`config.mk`:
```
export PLATFORM = sky130hd
export DESIGN_NAME = mem_arbiter
export DESIGN_NICKNAME = d
export VERILOG_FILES = /design/src/logic/mcore_mem_pkg.sv /design/src/logic/mem_arbiter.sv
export VERILOG_INCLUDE_DIRS = /design/src /design/src/logic
export SDC_FILE = /design/constraint.sdc
export NUM_CORES = 1
export LEC_CHECK = 0
export BUFFER_PORTS_ARGS = -buffer_cell sky130_fd_sc_hd__buf_4
export CAP_MARGIN = 15
export CORE_AREA = 2 2 92 94
export CTS_CLUSTER_SIZE = 30
export DETAILED_ROUTE_END_ITERATION = 6
export DIE_AREA = 0 0 94 96
export SLEW_MARGIN = 10
export SYNTH_ARGS = -nofsm -noshare
export SYNTH_HDL_FRONTEND = slang
export SYNTH_SLANG_ARGS = --single-unit
```
`constraint.sdc`:
```
create_clock -name clk -period 3.4 [get_ports clk]
set_input_delay 0.51 -clock clk [delete_from_list [all_inputs] [get_ports clk]]
set_output_delay 0.51 -clock clk [all_outputs]
set_load 0.02 [all_outputs]
```
`src/logic/mcore_mem_cfg.svh`:
```
/* Widths and sizes of the shared tagged word memory.
   Included by the package and by any RTL that sizes its own storage. */

`ifndef MCORE_MEM_CFG_SVH
`define MCORE_MEM_CFG_SVH

// word address and data widths
`define MCORE_MEM_ADDR_NBITS 8
`define MCORE_MEM_DATA_NBITS 32

// memory depth in words, one word per address
`define MCORE_MEM_NWORDS 256

// request ports sharing the memory
// the arbiter is built for two
`define MCORE_MEM_NUM_PORTS 2

`endif

```
`src/logic/mcore_mem_pkg.sv`:
```
/* Shared types of the two-port tagged memory: request kind, security
   domain, address, data and the port id carried as the opaque field. */

`include "mcore_mem_cfg.svh"

package mcore_mem_pkg;

	typedef enum logic {
		MEM_READ  = 1'b0,
		MEM_WRITE = 1'b1
	} mem_type_t;

	// tag kept with every word, and the domain of each request
	typedef enum logic {
		DOM_PUBLIC = 1'b0,
		DOM_SECURE = 1'b1
	} domain_t;

	typedef logic [`MCORE_MEM_ADDR_NBITS-1:0] addr_t;
	typedef logic [`MCORE_MEM_DATA_NBITS-1:0] data_t;

	// routes a memory response back to its port
	typedef logic [$clog2(`MCORE_MEM_NUM_PORTS)-1:0] port_id_t;

endpackage

```
`src/logic/mem_arbiter.sv`:
```
/* Round-robin arbiter of the two port front-ends onto the tagged memory.
   Tags each request with its port id and routes the response pulse back. */

module mem_arbiter (
	input  logic                      clk,
	input  logic                      arst_n,

	// port a (port 0)
	input  logic                      a_mem_req_val,
	input  mcore_mem_pkg::mem_type_t  a_mem_req_type,
	input  mcore_mem_pkg::addr_t      a_mem_req_addr,
	input  mcore_mem_pkg::data_t      a_mem_req_data,
	input  mcore_mem_pkg::domain_t    a_mem_req_domain,
	output logic                      a_mem_req_gnt,
	output logic                      a_mem_resp_val,
	output mcore_mem_pkg::mem_type_t  a_mem_resp_type,
	output mcore_mem_pkg::data_t      a_mem_resp_data,
	output logic                      a_mem_resp_denied,

	// port b (port 1)
	input  logic                      b_mem_req_val,
	input  mcore_mem_pkg::mem_type_t  b_mem_req_type,
	input  mcore_mem_pkg::addr_t      b_mem_req_addr,
	input  mcore_mem_pkg::data_t      b_mem_req_data,
	input  mcore_mem_pkg::domain_t    b_mem_req_domain,
	output logic                      b_mem_req_gnt,
	output logic                      b_mem_resp_val,
	output mcore_mem_pkg::mem_type_t  b_mem_resp_type,
	output mcore_mem_pkg::data_t      b_mem_resp_data,
	output logic                      b_mem_resp_denied,

	// to memory
	output logic                      mreq_val,
	output mcore_mem_pkg::mem_type_t  mreq_type,
	output mcore_mem_pkg::addr_t      mreq_addr,
	output mcore_mem_pkg::data_t      mreq_data,
	output mcore_mem_pkg::domain_t    mreq_domain,
	output mcore_mem_pkg::port_id_t   mreq_id,

	// from memory
	input  logic                      mresp_val,
	input  mcore_mem_pkg::mem_type_t  mresp_type,
	input  mcore_mem_pkg::data_t      mresp_data,
	input  logic                      mresp_denied,
	input  mcore_mem_pkg::port_id_t   mresp_id
);

	import mcore_mem_pkg::*;

	port_id_t last_gnt;

	//==========================================================
	// grant
	//==========================================================

	// b wins a conflict when a was served last
	assign b_mem_req_gnt = b_mem_req_val && (!a_mem_req_val || last_gnt == port_id_t'(0));
	assign a_mem_req_gnt = a_mem_req_val && !b_mem_req_gnt;

	// port 0 counts as last granted out of reset
	always_ff @(posedge clk or negedge arst_n) begin
		if (!arst_n) begin
			last_gnt <= port_id_t'(0);
		end else if (a_mem_req_gnt) begin
			last_gnt <= port_id_t'(0);
		end else if (b_mem_req_gnt) begin
			last_gnt <= port_id_t'(1);
		end
	end

	always_comb begin
		mreq_val = a_mem_req_val || b_mem_req_val;
		if (b_mem_req_gnt) begin
			mreq_type   = b_mem_req_type;
			mreq_addr   = b_mem_req_addr;
			mreq_data   = b_mem_req_data;
			mreq_domain = b_mem_req_domain;
			mreq_id     = port_id_t'(1);
		end else begin
			mreq_type   = a_mem_req_type;
			mreq_addr   = a_mem_req_addr;
			mreq_data   = a_mem_req_data;
			mreq_domain = a_mem_req_domain;
			mreq_id     = port_id_t'(0);
		end
	end

	//==========================================================
	// response routing
	//==========================================================

	// fields go to both ports and only the valid is steered
	assign a_mem_resp_val    = mresp_val && (mresp_id == port_id_t'(0));
	assign a_mem_resp_type   = mresp_type;
	assign a_mem_resp_data   = mresp_data;
	assign a_mem_resp_denied = mresp_denied;

	assign b_mem_resp_val    = mresp_val && (mresp_id == port_id_t'(1));
	assign b_mem_resp_type   = mresp_type;
	assign b_mem_resp_data   = mresp_data;
	assign b_mem_resp_denied = mresp_denied;

endmodule

```
==> metrics.md <==
| Metric | Value |
|---|---|
| Kind of critical path | `input port to primary output` |
| Tot GR Track Use | `6.309%` |
| Hold/Removal Path Class | `input port to asynchronous set/reset pin` |
| Met3 Usage GRT | `1.331%` |
| Port bufs | `137` |
| Fin crit share | `69.06%` |
| Synth Net Count | `248` |
| Required time of the critical path | `2.89 ns` |
| Minimum clock period | `2.348 ns` |
| Drt total wl | `3689 µm` |
| Yosys top cell area share | `46.10%` |
| Site Rows | `33` |
| Core Util, Final | `21.55%` |
| RR Endpoint | `last_gnt$_DFFE_PN0P_` |
| CP dominant cell by count | `buf_4` |
| 1st-iter DRT viols | `7` |
| Worst path top cell family by delay | `buffers and inverters` |
| Gr busiest metal | `met2` |
| Max Cap Violations | `0` |
| Antenna-violating nets left | `0` |
| Worst path arrival time | `1.84 ns` |
| Chip width | `94 µm` |
| Initial antenna violation count | `0` |
| R2r setup slk | `2.72 ns` |
| # DRC | `0` |
| Synthesized flop and latch total | `1` |
| Vias | `1019` |
| Max-slew violation count | `0` |
| Sum Neg Setup Slack | `0 ns` |
| Met2 Usage GRT | `14.58%` |
| Buffers and inverters on the worst path | `3` |
| CP max stage delay | `0.38 ns` |
| Vias in the first global route | `950` |
| Area Overhead vs Synth | `54.45%` |
| Cts hold-fix bufs | `0` |
| Clock skew | `0 ns` |
| Setup Viol. Count Final | `0` |
| DP Cell Count | `294` |
| P per Cell Area | `191.7 nW/µm²` |
| Max VDD drop | `0.04571 mV` |
| Final Hold Fails | `0` |
| Netlist cell types | `14` |
| Yosys warnings | `0` |
| Startpoint types | `input port` |
| Number of fillers in the final layout | `873` |
| Mapped Cells | `124` |
| Clk Latency, worst-skew pair | `0 ns` |
| Drt pass-1 iters | `4` |
| Crit end category | `primary output` |
| Worst hold slack | `0.2854 ns` |
| Core area | `8051 µm²` |
| Non-Filler Instances | `294` |
| Antenna cells | `0` |
| Post-CTS sizing | `0` |
| GR Layer Usage met1 | `4.920%` |
| Number of buffers added for setup after CTS | `0` |
| Top flop regs | `last_gnt x1` |
| Ranking of synthesized cells by area | `buf_4, mux2_2, clkbuf_8` |
| Congestion Overflow GR | `0` |
| Nets | `315` |
| Die H | `96 µm` |
| Static leakage | `0.0008675 µW` |
| Cell count of the worst reg-to-reg path | `2` |
| Area leader, netlist | `buf_4` |
| Largest net degree at the start of global routing | `34` |
| Initial Util | `13.95%` |
| Share of layout cells above drive strength 1 | `95.24%` |
| Wire per inst | `12.55 µm` |
| RSZ-0062 raised after global routing | `false` |
| Max FFs per register | `1` |
| Reg clk slew, reported paths | `0 ns` |
| Syn Area/Cell | `9.061 µm²` |
| Reg2Reg Launch Point | `last_gnt$_DFFE_PN0P_` |
| Outcome | `completed` |
| Vias per cell | `3.466` |
| Post-synthesis sequential area ratio | `2.227%` |
| Critical-path cell with the highest stage delay | `mux2_2` |
| Slew margin rel. | `71.50%` |
| Crit-path max FO | `33` |
| Final GP Congestion | `0.6233` |
| Synthesized cell area | `1124 µm²` |
| Slew of the pin with the lowest slew margin | `0.4264 ns` |
| Die area | `9024 µm²` |
| First-pass GRT wire length | `4519 µm` |
| IO Count | `240` |
| Biggest register | `last_gnt` |
| Total power | `332.7 µW` |
| Max Fclk | `425.9 MHz` |
| Crit-path cells | `buf_4 -> a21boi_4 -> buf_12 -> mux2_2 -> buf_4` |
| Detailed placement HPWL | `3221 µm` |
## metrics by stage
step | worst slack [ns] | cell area [µm²]
finish | 1.052 | 1735
detailed placement | 1.002 | 1735
floorplan | 1.523 | 1124
global route | 0.9392 | 1735
global placement | 1.004 | 1735
CTS | 1.001 | 1735
## cells in the final DEF (no fill, tap or decap)
master,n
a21boi_0,1
a21boi_4,1
a21oi_1,1
and2_1,1
buf_12,1
buf_4,137
dfrtp_1,1
inv_1,1
mux2_1,2
mux2_2,40
nor2_1,1
nor2b_1,1
or2_2,1
## kinds of logic (layout without fill, tap and decap cells)
| family | count (synthesis) | after routing | share of synthesized area [%] |
|---|---|---|---|
| and+or+nand+nor | 4 | 4 | 2.005 |
| AOI/OAI and AO/OA | 3 | 3 | 2.784 |
| DFF | 1 | 1 | 2.227 |
| muxes | 42 | 42 | 42.09 |
| buffers and inverters | 74 | 139 | 50.89 |
## area by class of cell
type | instances | area (µm²) | share of cell area [%]
inverters | 1 | 3.754 | 0.2163
multi-input cells | 49 | 526.8 | 30.35
flip-flops and latches | 1 | 25.02 | 1.442
repair buffers | 138 | 1049 | 60.42
well taps | 105 | 131.4 | 7.570
## routing by layer
metal	share of wire [%]	routed length, µm
met5	0	0
met4	2.8	102
met3	15	557
met2	55	2014
met1	28	1015
## synth_stat cells (all sizes together)
cell type and count:
buf 71, mux2 42, a21boi 2, clkbuf 2
a21oi 1, and2 1, dfrtp 1, inv 1
nor2 1, nor2b 1, or2 1
## how the worst max path moves through the flow
stage | startpoint | to | slack (ns) | depth (start not counted)
2_1_floorplan | b_mem_req_val | mreq_data[10] | 1.52 | 3
3_3_place_gp | a_mem_req_val | mreq_data[31] | 1.00 | 5
3_5_place_dp | a_mem_req_val | mreq_type | 1.00 | 5
4_1_cts | a_mem_req_val | mreq_type | 1.00 | 5
5_1_grt | a_mem_req_val | mreq_type | 0.94 | 5
6_report | a_mem_req_val | mreq_type | 1.05 | 5
## where the power goes
part | switching (µW) | total, µW | leakage (µW) | internal [µW]
registers | 2.61 | 16.5 | 0.0000113 | 13.9
logic | 136 | 316 | 0.000856 | 181
clock network | 0 | 0 | 0 | 0
total | 138 | 333 | 0.000867 | 194
## worst register-to-register path, stage by stage, from the launching register on
cell     delay, ns
dfrtp_1       0.40
nor2_1        0.11
a21oi_1       0.05
(Power assumes the default switching activity.)
