[src/logic/mcore_mem_cfg.svh]
/* Widths and sizes of the shared tagged word memory.
   Included by the package and by any RTL that sizes its own storage. */

`ifndef MCORE_MEM_CFG_SVH
`define MCORE_MEM_CFG_SVH

// word address and data widths
`define MCORE_MEM_ADDR_NBITS 8
`define MCORE_MEM_DATA_NBITS 32

// memory depth in words, one word per address
`define MCORE_MEM_NWORDS 256

// request ports sharing the memory
// the arbiter is built for two
`define MCORE_MEM_NUM_PORTS 2

`endif

[src/logic/mcore_mem_pkg.sv]
/* Shared types of the two-port tagged memory: request kind, security
   domain, address, data and the port id carried as the opaque field. */

`include "mcore_mem_cfg.svh"

package mcore_mem_pkg;

	typedef enum logic {
		MEM_READ  = 1'b0,
		MEM_WRITE = 1'b1
	} mem_type_t;

	// tag kept with every word, and the domain of each request
	typedef enum logic {
		DOM_PUBLIC = 1'b0,
		DOM_SECURE = 1'b1
	} domain_t;

	typedef logic [`MCORE_MEM_ADDR_NBITS-1:0] addr_t;
	typedef logic [`MCORE_MEM_DATA_NBITS-1:0] data_t;

	// routes a memory response back to its port
	typedef logic [$clog2(`MCORE_MEM_NUM_PORTS)-1:0] port_id_t;

endpackage

[src/logic/port_frontend.sv]
/* Front-end of one request port. Buffers an accepted request until the
   arbiter grants it, tracks it in flight and holds the response until taken. */

module port_frontend (
	input  logic                      clk,
	input  logic                      arst_n,

	// external request
	input  logic                      req_val,
	output logic                      req_rdy,
	input  mcore_mem_pkg::mem_type_t  req_type,
	input  mcore_mem_pkg::addr_t      req_addr,
	input  mcore_mem_pkg::data_t      req_data,
	input  mcore_mem_pkg::domain_t    req_domain,

	// external response
	output logic                      resp_val,
	input  logic                      resp_rdy,
	output mcore_mem_pkg::mem_type_t  resp_type,
	output mcore_mem_pkg::data_t      resp_data,
	output logic                      resp_denied,

	// toward the arbiter
	output logic                      mem_req_val,
	output mcore_mem_pkg::mem_type_t  mem_req_type,
	output mcore_mem_pkg::addr_t      mem_req_addr,
	output mcore_mem_pkg::data_t      mem_req_data,
	output mcore_mem_pkg::domain_t    mem_req_domain,
	input  logic                      mem_req_gnt,

	// response pulse steered back by the arbiter
	input  logic                      mem_resp_val,
	input  mcore_mem_pkg::mem_type_t  mem_resp_type,
	input  mcore_mem_pkg::data_t      mem_resp_data,
	input  logic                      mem_resp_denied
);

	typedef enum logic [1:0] {
		ST_IDLE,
		ST_WAIT_GNT,
		ST_WAIT_RESP
	} fe_state_t;

	fe_state_t state;
	fe_state_t state_next;
	logic      req_fire;
	logic      gnt_fire;
	logic      resp_capture;
	logic      resp_fire;

	// one request at a time, and only once the last response is gone
	assign req_rdy      = (state == ST_IDLE) && !resp_val;
	assign mem_req_val  = (state == ST_WAIT_GNT);

	assign req_fire     = req_val && req_rdy;
	assign gnt_fire     = mem_req_val && mem_req_gnt;
	assign resp_capture = mem_resp_val && (state == ST_WAIT_RESP);
	assign resp_fire    = resp_val && resp_rdy;

	//==========================================================
	// FSM
	//==========================================================

	always_comb begin
		state_next = state;
		case (state)
			ST_IDLE: begin
				if (req_fire) begin
					state_next = ST_WAIT_GNT;
				end
			end
			ST_WAIT_GNT: begin
				if (gnt_fire) begin
					state_next = ST_WAIT_RESP;
				end
			end
			ST_WAIT_RESP: begin
				if (resp_capture) begin
					state_next = ST_IDLE;
				end
			end
			default: begin
				state_next = ST_IDLE;
			end
		endcase
	end

	always_ff @(posedge clk or negedge arst_n) begin
		if (!arst_n) begin
			state <= ST_IDLE;
		end else begin
			state <= state_next;
		end
	end

	//==========================================================
	// request buffer and response register
	//==========================================================

	always_ff @(posedge clk) begin
		if (req_fire) begin
			mem_req_type   <= req_type;
			mem_req_addr   <= req_addr;
			mem_req_data   <= req_data;
			mem_req_domain <= req_domain;
		end
	end

	always_ff @(posedge clk or negedge arst_n) begin
		if (!arst_n) begin
			resp_val <= 1'b0;
		end else if (resp_capture) begin
			resp_val <= 1'b1;
		end else if (resp_fire) begin
			resp_val <= 1'b0;
		end
	end

	// held stable while the port back-pressures
	always_ff @(posedge clk) begin
		if (resp_capture) begin
			resp_type   <= mem_resp_type;
			resp_data   <= mem_resp_data;
			resp_denied <= mem_resp_denied;
		end
	end

endmodule

[config.mk]
export PLATFORM = sky130hd
export DESIGN_NAME = port_frontend
export DESIGN_NICKNAME = d
export VERILOG_FILES = /design/src/logic/mcore_mem_pkg.sv /design/src/logic/port_frontend.sv
export VERILOG_INCLUDE_DIRS = /design/src /design/src/logic
export SDC_FILE = /design/constraint.sdc
export NUM_CORES = 1
export LEC_CHECK = 0
export ABC_AREA = 0
export BUFFER_PORTS_ARGS = -buffer_cell sky130_fd_sc_hd__buf_4
export CORE_MARGIN = 1.5
export CORE_UTILIZATION = 25
export CTS_BUF_LIST = sky130_fd_sc_hd__clkbuf_16
export CTS_CLUSTER_DIAMETER = 200
export CTS_CLUSTER_SIZE = 20
export DETAILED_ROUTE_END_ITERATION = 12
export PLACE_DENSITY = 0.54
export SYNTH_ARGS = -nofsm -noshare
export SYNTH_HDL_FRONTEND = slang
export SYNTH_SLANG_ARGS = --single-unit
[constraint.sdc]
create_clock -name clk -period 5.55 [get_ports clk]
set_clock_uncertainty 0.15 [all_clocks]
set_input_delay 0.2775 -clock clk [delete_from_list [all_inputs] [get_ports clk]]
set_output_delay 0.2775 -clock clk [all_outputs]
set_load 0.02 [all_outputs]
==> results of run 1 <==
[metal layers]
metal	global-route usage [%]	routed length (um)
met1	13.4	2530
met2	19.9	2970
met3	7.46	898
met4	5.48	70
met5	0	0
[final timing paths]
check,start,to,slack [ns]
max,state[1],resp_data[7],3.65
min,mem_req_gnt,state[1],0.02
max reg2reg,state[1],resp_data[7],3.65
min reg2reg,resp_val,resp_val,0.48
max in group asynchronous,arst_n,resp_val,5.00
min in group asynchronous,arst_n,state[0],0.16
[cell type report]
type	count	area share, %
clock buffers	9	4.56
clock inverters	7	2.30
inverters	2	0.152
multi-input cells	9	1.75
flip-flops and latches	79	47.7
well taps	129	3.27
repair buffers	239	40.3
[Yosys cell counts]
cell type / instances / area, sq um
nor3_1: 1 / 5.00
a21o_1: 2 / 15.0
o22ai_1: 1 / 6.26
nor3b_1: 1 / 7.51
nor2b_4: 1 / 13.8
inv_1: 2 / 7.51
nor4b_4: 1 / 23.8
nor2_1: 1 / 3.75
edfxtp_1: 76 / 2280
nand2_1: 1 / 3.75
dfrtp_1: 3 / 75.1
[power by group]
part           switching, mW  internal (mW)  total, mW
registers             0.0467          0.797      0.844
clock network          0.220          0.437      0.657
logic                  0.264          0.216      0.480
[state kept, by name (all words and copies together), names as in the netlist]
signal and cells:
mem_req_data 32, resp_data 32, mem_req_addr 8, state 2
mem_req_domain 1, mem_req_type 1, resp_denied 1, resp_type 1
resp_val 1
[per-stage QoR]
step                      setup WS (ns)  power (mW)  hold slack (ns)  instances
after global placement             3.67        1.29          -0.0807        380
final                              3.65        1.98           0.0197        474
after detailed placement           3.60        1.29          -0.0799        380
after CTS                          3.59        2.01          0.00613        474
after floorplan                    2.98        1.06           -0.168         90
after global routing               3.53        2.07          0.00727        474
[logic make-up (layout without fill, tap and decap cells)]
logic type	count (synthesis)	in the layout	share of synthesized area (%)
AND/OR/NAND/NOR	6	6	2.35
flip-flops	79	79	96.5
AO/OA/AOI/OAI	3	3	0.870
buffers and inverters	2	257	0.307
[placed cells by master, fill, tap and decap left out]
| cell | n |
|---|---|
| a21o_1 | 2 |
| buf_4 | 161 |
| bufinv_16 | 3 |
| clkbuf_16 | 9 |
| clkinv_4 | 1 |
| clkinvlp_4 | 1 |
| dfrtp_1 | 3 |
| dlygate4sd3_1 | 78 |
| edfxtp_1 | 76 |
| inv_1 | 4 |
| nand2_1 | 1 |
| nor2_4 | 1 |
| nor2b_4 | 1 |
| nor3_1 | 1 |
| nor3b_1 | 1 |
| nor4b_4 | 1 |
| o22ai_1 | 1 |
==> metrics.csv, run 1 <==
metric,value,unit
power.density,401,nW/um^2
utilization,52.7,%
path_depth,2,
fp-row-count,35,
mappedNetlistArea,2440,sq um
syn_nets,172,
nFillCells,767,
drv_cap,0,
hold_viol_final,0,
synth_cell_types,11,
numCtsBuffers,9,
drc,0,
fp.dieH,102,um
drv_slew,0,
clkTransAtPathRegs,0.06,ns
cts-root-buf,clkbuf_16,
hpwl,3990,um
worstPathMaxFanout,34,
clockBufferDepth,2,
fin_crit,1.90,ns
multi_input_area,86.3,sq um
fin_area,4940,sq um
cts_setup_buffers,0,
synth-seq-cells,79,
post-route-period-util,34.2,%
regArea,2360,sq um
r2r_cells,2,
grt_usage,12.5,%
first_pass_iters,4,
ioPinCount,161,
placed_area,3820,sq um
die_width,102,um
cts_max_level,3,
crit_path_end_kind,register,
cp_slowest_cell,nor2_4,
ant_nets,0,
crit_buf_inv,0,
cpLargestDelayFamily,simple AND/OR/NAND/NOR gates,
clock_latency,0.32,ns
synth-seq-area-share,96.5,%
max_freq,527,MHz
post_drt_wl_per_cell,13.6,um
fp.coreArea,9370,sq um
critical_path_arrival,1.69,ns
p_leak,2.06,nW
gp_congestion,0.636,
cts_tree,done,
slowest_delay,0.71,ns
grt_overflow,0,
hold_path.class,input pin to register,
rsz0062_at_grt,false,
post_cts_resized,0,
syn-instance-count,90,
port_buffers,160,
initial_core_util,26.1,%
die_area,10400,sq um
outcome,"complete, no violations",
syn_to_final_growth,102,%
grt_pass1_wl,9520,um
crit_type,register to register,
yosysWarnings,0,
via_per_inst,3.79,
setup_viol,0,
ir_drop,0.000210,V
grt_antenna_before_repair,0,
avgSynthCellArea,27.2,sq um
wirelength,6460,um
setup_tns,0,ns
worstSetupStartpointType,register,
grt_pass1_vias,1928,
cts_hold_buffers,78,
slew-limit-headroom,38.9,%
nets,422,
grt_max_degree,44,
min_path_cells,2,
num_vias,1798,
path_cells,nand2_1 -> nor2_4,
num_antenna_cells,0,
cts.sinks,79,
drtIter0Drc,49,
critPathRequiredTime,5.34,ns
drive_above_1_share,51.6,%
worstMarginPinSlew,0.914,ns
Power figures use the tool's default switching activity.
==> run 2: changes to the inputs <==
Settings changed: PLACE_DENSITY 0.54 to 0.56.
Clock period 5.55 ns to 1.7 ns, I/O delays scaled along.
==> run 2 against run 1 <==
Effect of this change:
- first-iteration DRC count down 73%
- combinational power rose to 3.6 times the previous value
- via count up 4.3%
- critical path type unchanged
==> metrics.csv, run 2 (synthesis results as in run 1) <==
metric,value,unit
die_width,102,um
port_buffers,160,
clkTransAtPathRegs,0.06,ns
placed_area,3860,sq um
final_common_cell,buf_4,
fin_area,5030,sq um
worstPathMaxFanout,5,
grt_usage,13.0,%
p_leak,2.09,nW
num_vias,1875,
layout_setup_ws,0.0533,ns
grt_pass1_wl,9760,um
post-route-period-util,96.9,%
num_antenna_cells,0,
cts.sinks,79,
crit_path_end_kind,register,
grt_max_degree,44,
grt_overflow,0,
via_per_inst,3.90,
drv_slew,0,
critical_path_arrival,1.71,ns
reg_top3,"mem_req_data: 32 flops, resp_data: 32 flops, mem_req_addr: 8 flops",
cts_tree,done,
fin_crit,1.65,ns
grt_antenna_before_repair,0,
drv_cap,0,
ir_drop,0.000684,V
outcome,"complete, no violations",
syn_to_final_growth,106,%
post_drt_wl_per_cell,13.9,um
die_area,10400,sq um
rsz0062_at_grt,false,
initial_core_util,26.1,%
cts-root-buf,clkbuf_16,
fp.dieH,102,um
hold_path.class,input pin to register,
crit_type,register to register,
numCtsBuffers,9,
clock_latency,0.33,ns
setup_viol,0,
fp.coreArea,9370,sq um
hold_ws,0.216,ns
drive_above_1_share,52.8,%
grt_pass1_vias,2013,
worstSetupStartpointType,register,
fp-row-count,35,
final_cell_mix,"162 x buf_4, 82 x dlygate4sd3_1, 76 x edfxtp_1, 9 x clkbuf_16",
max_freq,607,MHz
ant_nets,0,
gp_congestion,0.732,
hold_viol_final,0,
ioPinCount,161,
worstMarginPinSlew,0.276,ns
cts_max_level,3,
wirelength,6710,um
first_pass_iters,3,
setup_tns,0,ns
nets,429,
drc,0,
slew-limit-headroom,81.5,%
clockBufferDepth,2,
power.density,1300,nW/um^2
critPathRequiredTime,1.76,ns
drtIter0Drc,13,
pre_cts_ws,0.127,ns
## run 2: cell types whose count changed in the layout (fill, tap and decap cells not counted), sizes merged
cell         delta
bufinv          -1
buf             +3
inv             +1
clkinv          -1
clkinvlp        +1
dlygate4sd3     +4
## run 2: report_power, final
| part | internal, mW | leakage [nW] | switching (mW) | total (mW) |
|---|---|---|---|---|
| logic | 0.802 | 1.19 | 0.907 | 1.71 |
| clock network | 1.31 | 0.155 | 0.784 | 2.09 |
| registers | 2.60 | 0.738 | 0.133 | 2.73 |
## run 2: final timing paths
path	slack [ns]	startpoint	endpoint	cells after the start
min	0.22	req_val	mem_req_data[25]	3
min reg2reg	0.56	state[1]	state[0]	2
max in group asynchronous	0.70	arst_n	resp_val	3
max reg2reg	0.05	state[0]	state[1]	4
max	0.05	state[0]	state[1]	4
min in group asynchronous	0.52	arst_n	state[1]	3
## run 2: metal layers
| layer | track usage [%] | vias up | part of all wire (%) |
|---|---|---|---|
| li1 | - | 874 | - |
| met1 | 13.2 | 867 | 36 |
| met2 | 21.2 | 123 | 49 |
| met3 | 7.66 | 11 | 13 |
| met4 | 6.64 | 0 | 2.0 |
| met5 | 0 | - | 0 |
## run 2: stage by stage
step	total power [mW]	cells	util, %
4_1_cts	6.59	480	53.5
3_5_place_dp	4.29	382	41.2
5_1_grt	6.80	481	53.6
6_report	6.53	481	53.6
2_1_floorplan	3.47	90	-
3_3_place_gp	4.28	382	41.2
## run 2: cell type report
type / count / area, sq um
Fill cell: 777 / 4350
Sequential cell: 79 / 2360
Timing Repair Buffer: 246 / 2080
Clock buffer: 9 / 225
Tap cell: 129 / 161
Clock inverter: 7 / 104
Multi-Input combinational cell: 9 / 91.3
Inverter: 2 / 7.51
## run 2: timing repair
| action | 4_1_cts | 5_1_grt |
|---|---|---|
| resized for setup | 0 | 1 |
| endpoints found under the setup margin | 0 | 1 |
| setup buffers | 0 | 1 |
| hold endpoints to repair | 82 | 0 |
| hold buffers | 82 | 0 |
## run 2: critical path, stage by stage (launching register included)
cell           delay, ns
dfrtp_1             0.38
buf_4               0.16
nor2b_4             0.13
a21o_1              0.17
dlygate4sd3_1       0.54
==> run 3: changes to the inputs <==
Settings changed: CELL_PAD_IN_SITES_DETAIL_PLACEMENT set to 0, CELL_PAD_IN_SITES_GLOBAL_PLACEMENT set to 2, CORE_UTILIZATION 25 to 24, PLACE_DENSITY 0.56 to 0.76.
==> run 3 against run 2 <==
Effect of this change:
- combinational power about the same
- via count decreased by 0.59%
- global-route usage increased by 0.13 points
- register-to-register slack about the same
- fmax increased by 0.32%
- cell area decreased by 0.55%
- setup slack improved by 0.0052 ns
- total power decreased by 3.3%
- critical path type unchanged
- largest cell class unchanged
==> metrics.csv, run 3 (synthesis results as in run 1) <==
metric,value,unit
worstMarginPinSlew,0.262,ns
fp.dieH,104,um
drive_above_1_share,52.3,%
crit_end,state[1],
path_depth,4,
cts_max_level,3,
cpLargestDelayFamily,buffers and inverters,
slew-limit-headroom,82.5,%
fp-row-count,36,
rsz0062_at_grt,false,
crit_buf_inv,2,
p_int,4.55,mW
crit_start,state[0],
nets,429,
wirelength,6950,um
p_leak,2.07,nW
grt_pass1_vias,2117,
grt_overflow,0,
power.share.clock,29.6,%
cts_tree,done,
critical_path_arrival,1.70,ns
grt_max_degree,44,
grt_pass1_wl,10500,um
power.density,1260,nW/um^2
critPathRequiredTime,1.76,ns
syn_to_final_growth,105,%
drtIter0Drc,47,
crit_path_end_kind,register,
r2r_slack,0.06,ns
utilization,50.9,%
numCtsBuffers,9,
cts-root-buf,clkbuf_16,
die_area,10800,sq um
min_path_cells,3,
first_pass_iters,4,
reg_top3,"mem_req_data: 32 flops, resp_data: 32 flops, mem_req_addr: 8 flops",
post_drt_wl_per_cell,14.3,um
r2r_cells,4,
comb_power_share,27.0,%
initial_core_util,24.9,%
post-route-period-util,96.6,%
clockBufferDepth,2,
p_sw_share,28.0,%
port_buffers,160,
drv_slew,0,
fin_crit,1.64,ns
path_cells,buf_6 -> nor2b_4 -> a21o_1 -> dlygate4sd3_1,
clkTransAtPathRegs,0.06,ns
setup_viol,0,
r2r_end,state[1],
num_antenna_cells,0,
via_per_inst,3.84,
outcome,"complete, no violations",
gp_congestion,0.765,
crit_type,register to register,
power,6.32,mW
ioPinCount,161,
drv_cap,0,
drc,0,
die_width,104,um
grt_usage,13.1,%
cp_slowest_cell,dlygate4sd3_1,
worstSetupStartpointType,register,
grt_antenna_before_repair,0,
slowest_delay,0.55,ns
num_vias,1864,
placed_area,3870,sq um
max_freq,609,MHz
final_common_cell,buf_4,
clock_latency,0.32,ns
worstPathMaxFanout,5,
hold_viol_final,0,
seqPwrFrac,43.3,%
ant_nets,0,
fp.coreArea,9820,sq um
ir_drop,0.000587,V
final_cell_mix,"161 x buf_4, 82 x dlygate4sd3_1, 76 x edfxtp_1, 9 x clkbuf_16",
hold_path.class,input pin to register,
fin_area,5000,sq um
hpwl,4580,um
setup_tns,0,ns
switchingPower,1.77,mW
cts.sinks,79,
r2r_start,state[0],
==> run 3: changes by cell type in the layout (fill, tap and decap cells not counted), sizes merged <==
cell,previous run,this run
clkinvlp,2,1
bufinv,2,1
clkinv,0,4
inv,5,3
==> run 3: worst reg2reg max path: stages (launching register included) <==
cell,delay [ns]
dfrtp_1,0.40
buf_6,0.14
nor2b_4,0.12
a21o_1,0.17
dlygate4sd3_1,0.55
==> run 3: repair_timing <==
action                                  4_1_cts  5_1_grt
gates resized for setup                       0        1
hold buffers                                 82        0
endpoints found under the setup margin        0        1
setup buffers                                 0        1
hold endpoints to repair                     82        0
==> run 3: power groups by stage <==
| stage | clock network, mW | registers (mW) | logic (mW) |
|---|---|---|---|
| after global routing | 2.02 | 2.77 | 1.80 |
| after floorplan | 0 | 3.19 | 0.276 |
| after global placement | 0 | 2.76 | 1.51 |
| final | 1.87 | 2.74 | 1.71 |
| after CTS | 1.92 | 2.74 | 1.68 |
| after detailed placement | 0 | 2.78 | 1.51 |
==> run 3: worst min-delay path by stage <==
stage	start	end
floorplan	arst_n	resp_val
global placement	arst_n	state[0]
detailed placement	arst_n	state[0]
CTS	req_val	mem_req_data[28]
global route	req_val	mem_req_data[20]
finish	req_val	mem_req_domain
==> run 3: layout make-up <==
cell class | instances | area [sq um]
Tap cell | 133 | 166
Clock buffer | 9 | 225
Multi-Input combinational cell | 9 | 86.3
Timing Repair Buffer | 246 | 2080
Clock inverter | 7 | 72.6
Fill cell | 813 | 4820
Sequential cell | 79 | 2360
Inverter | 2 | 7.51
==> run 3: metrics by stage <==
| step | instances | hold WS (ns) | worst slack, ns |
|---|---|---|---|
| floorplan | 90 | -0.361 | -0.820 |
| CTS | 484 | 0.214 | 0.0241 |
| global route | 485 | 0.221 | 0.0153 |
| global placement | 386 | -0.274 | 0.166 |
| finish | 485 | 0.214 | 0.0585 |
| detailed placement | 386 | -0.272 | 0.157 |
==> run 3: per-layer routing <==
metal	track usage (%)	share of wire, %	up-vias
met5	0	0	-
met4	7.34	2.5	0
met3	6.83	12	12
met2	22.1	50	123
met1	12.9	35	858
li1	-	-	871
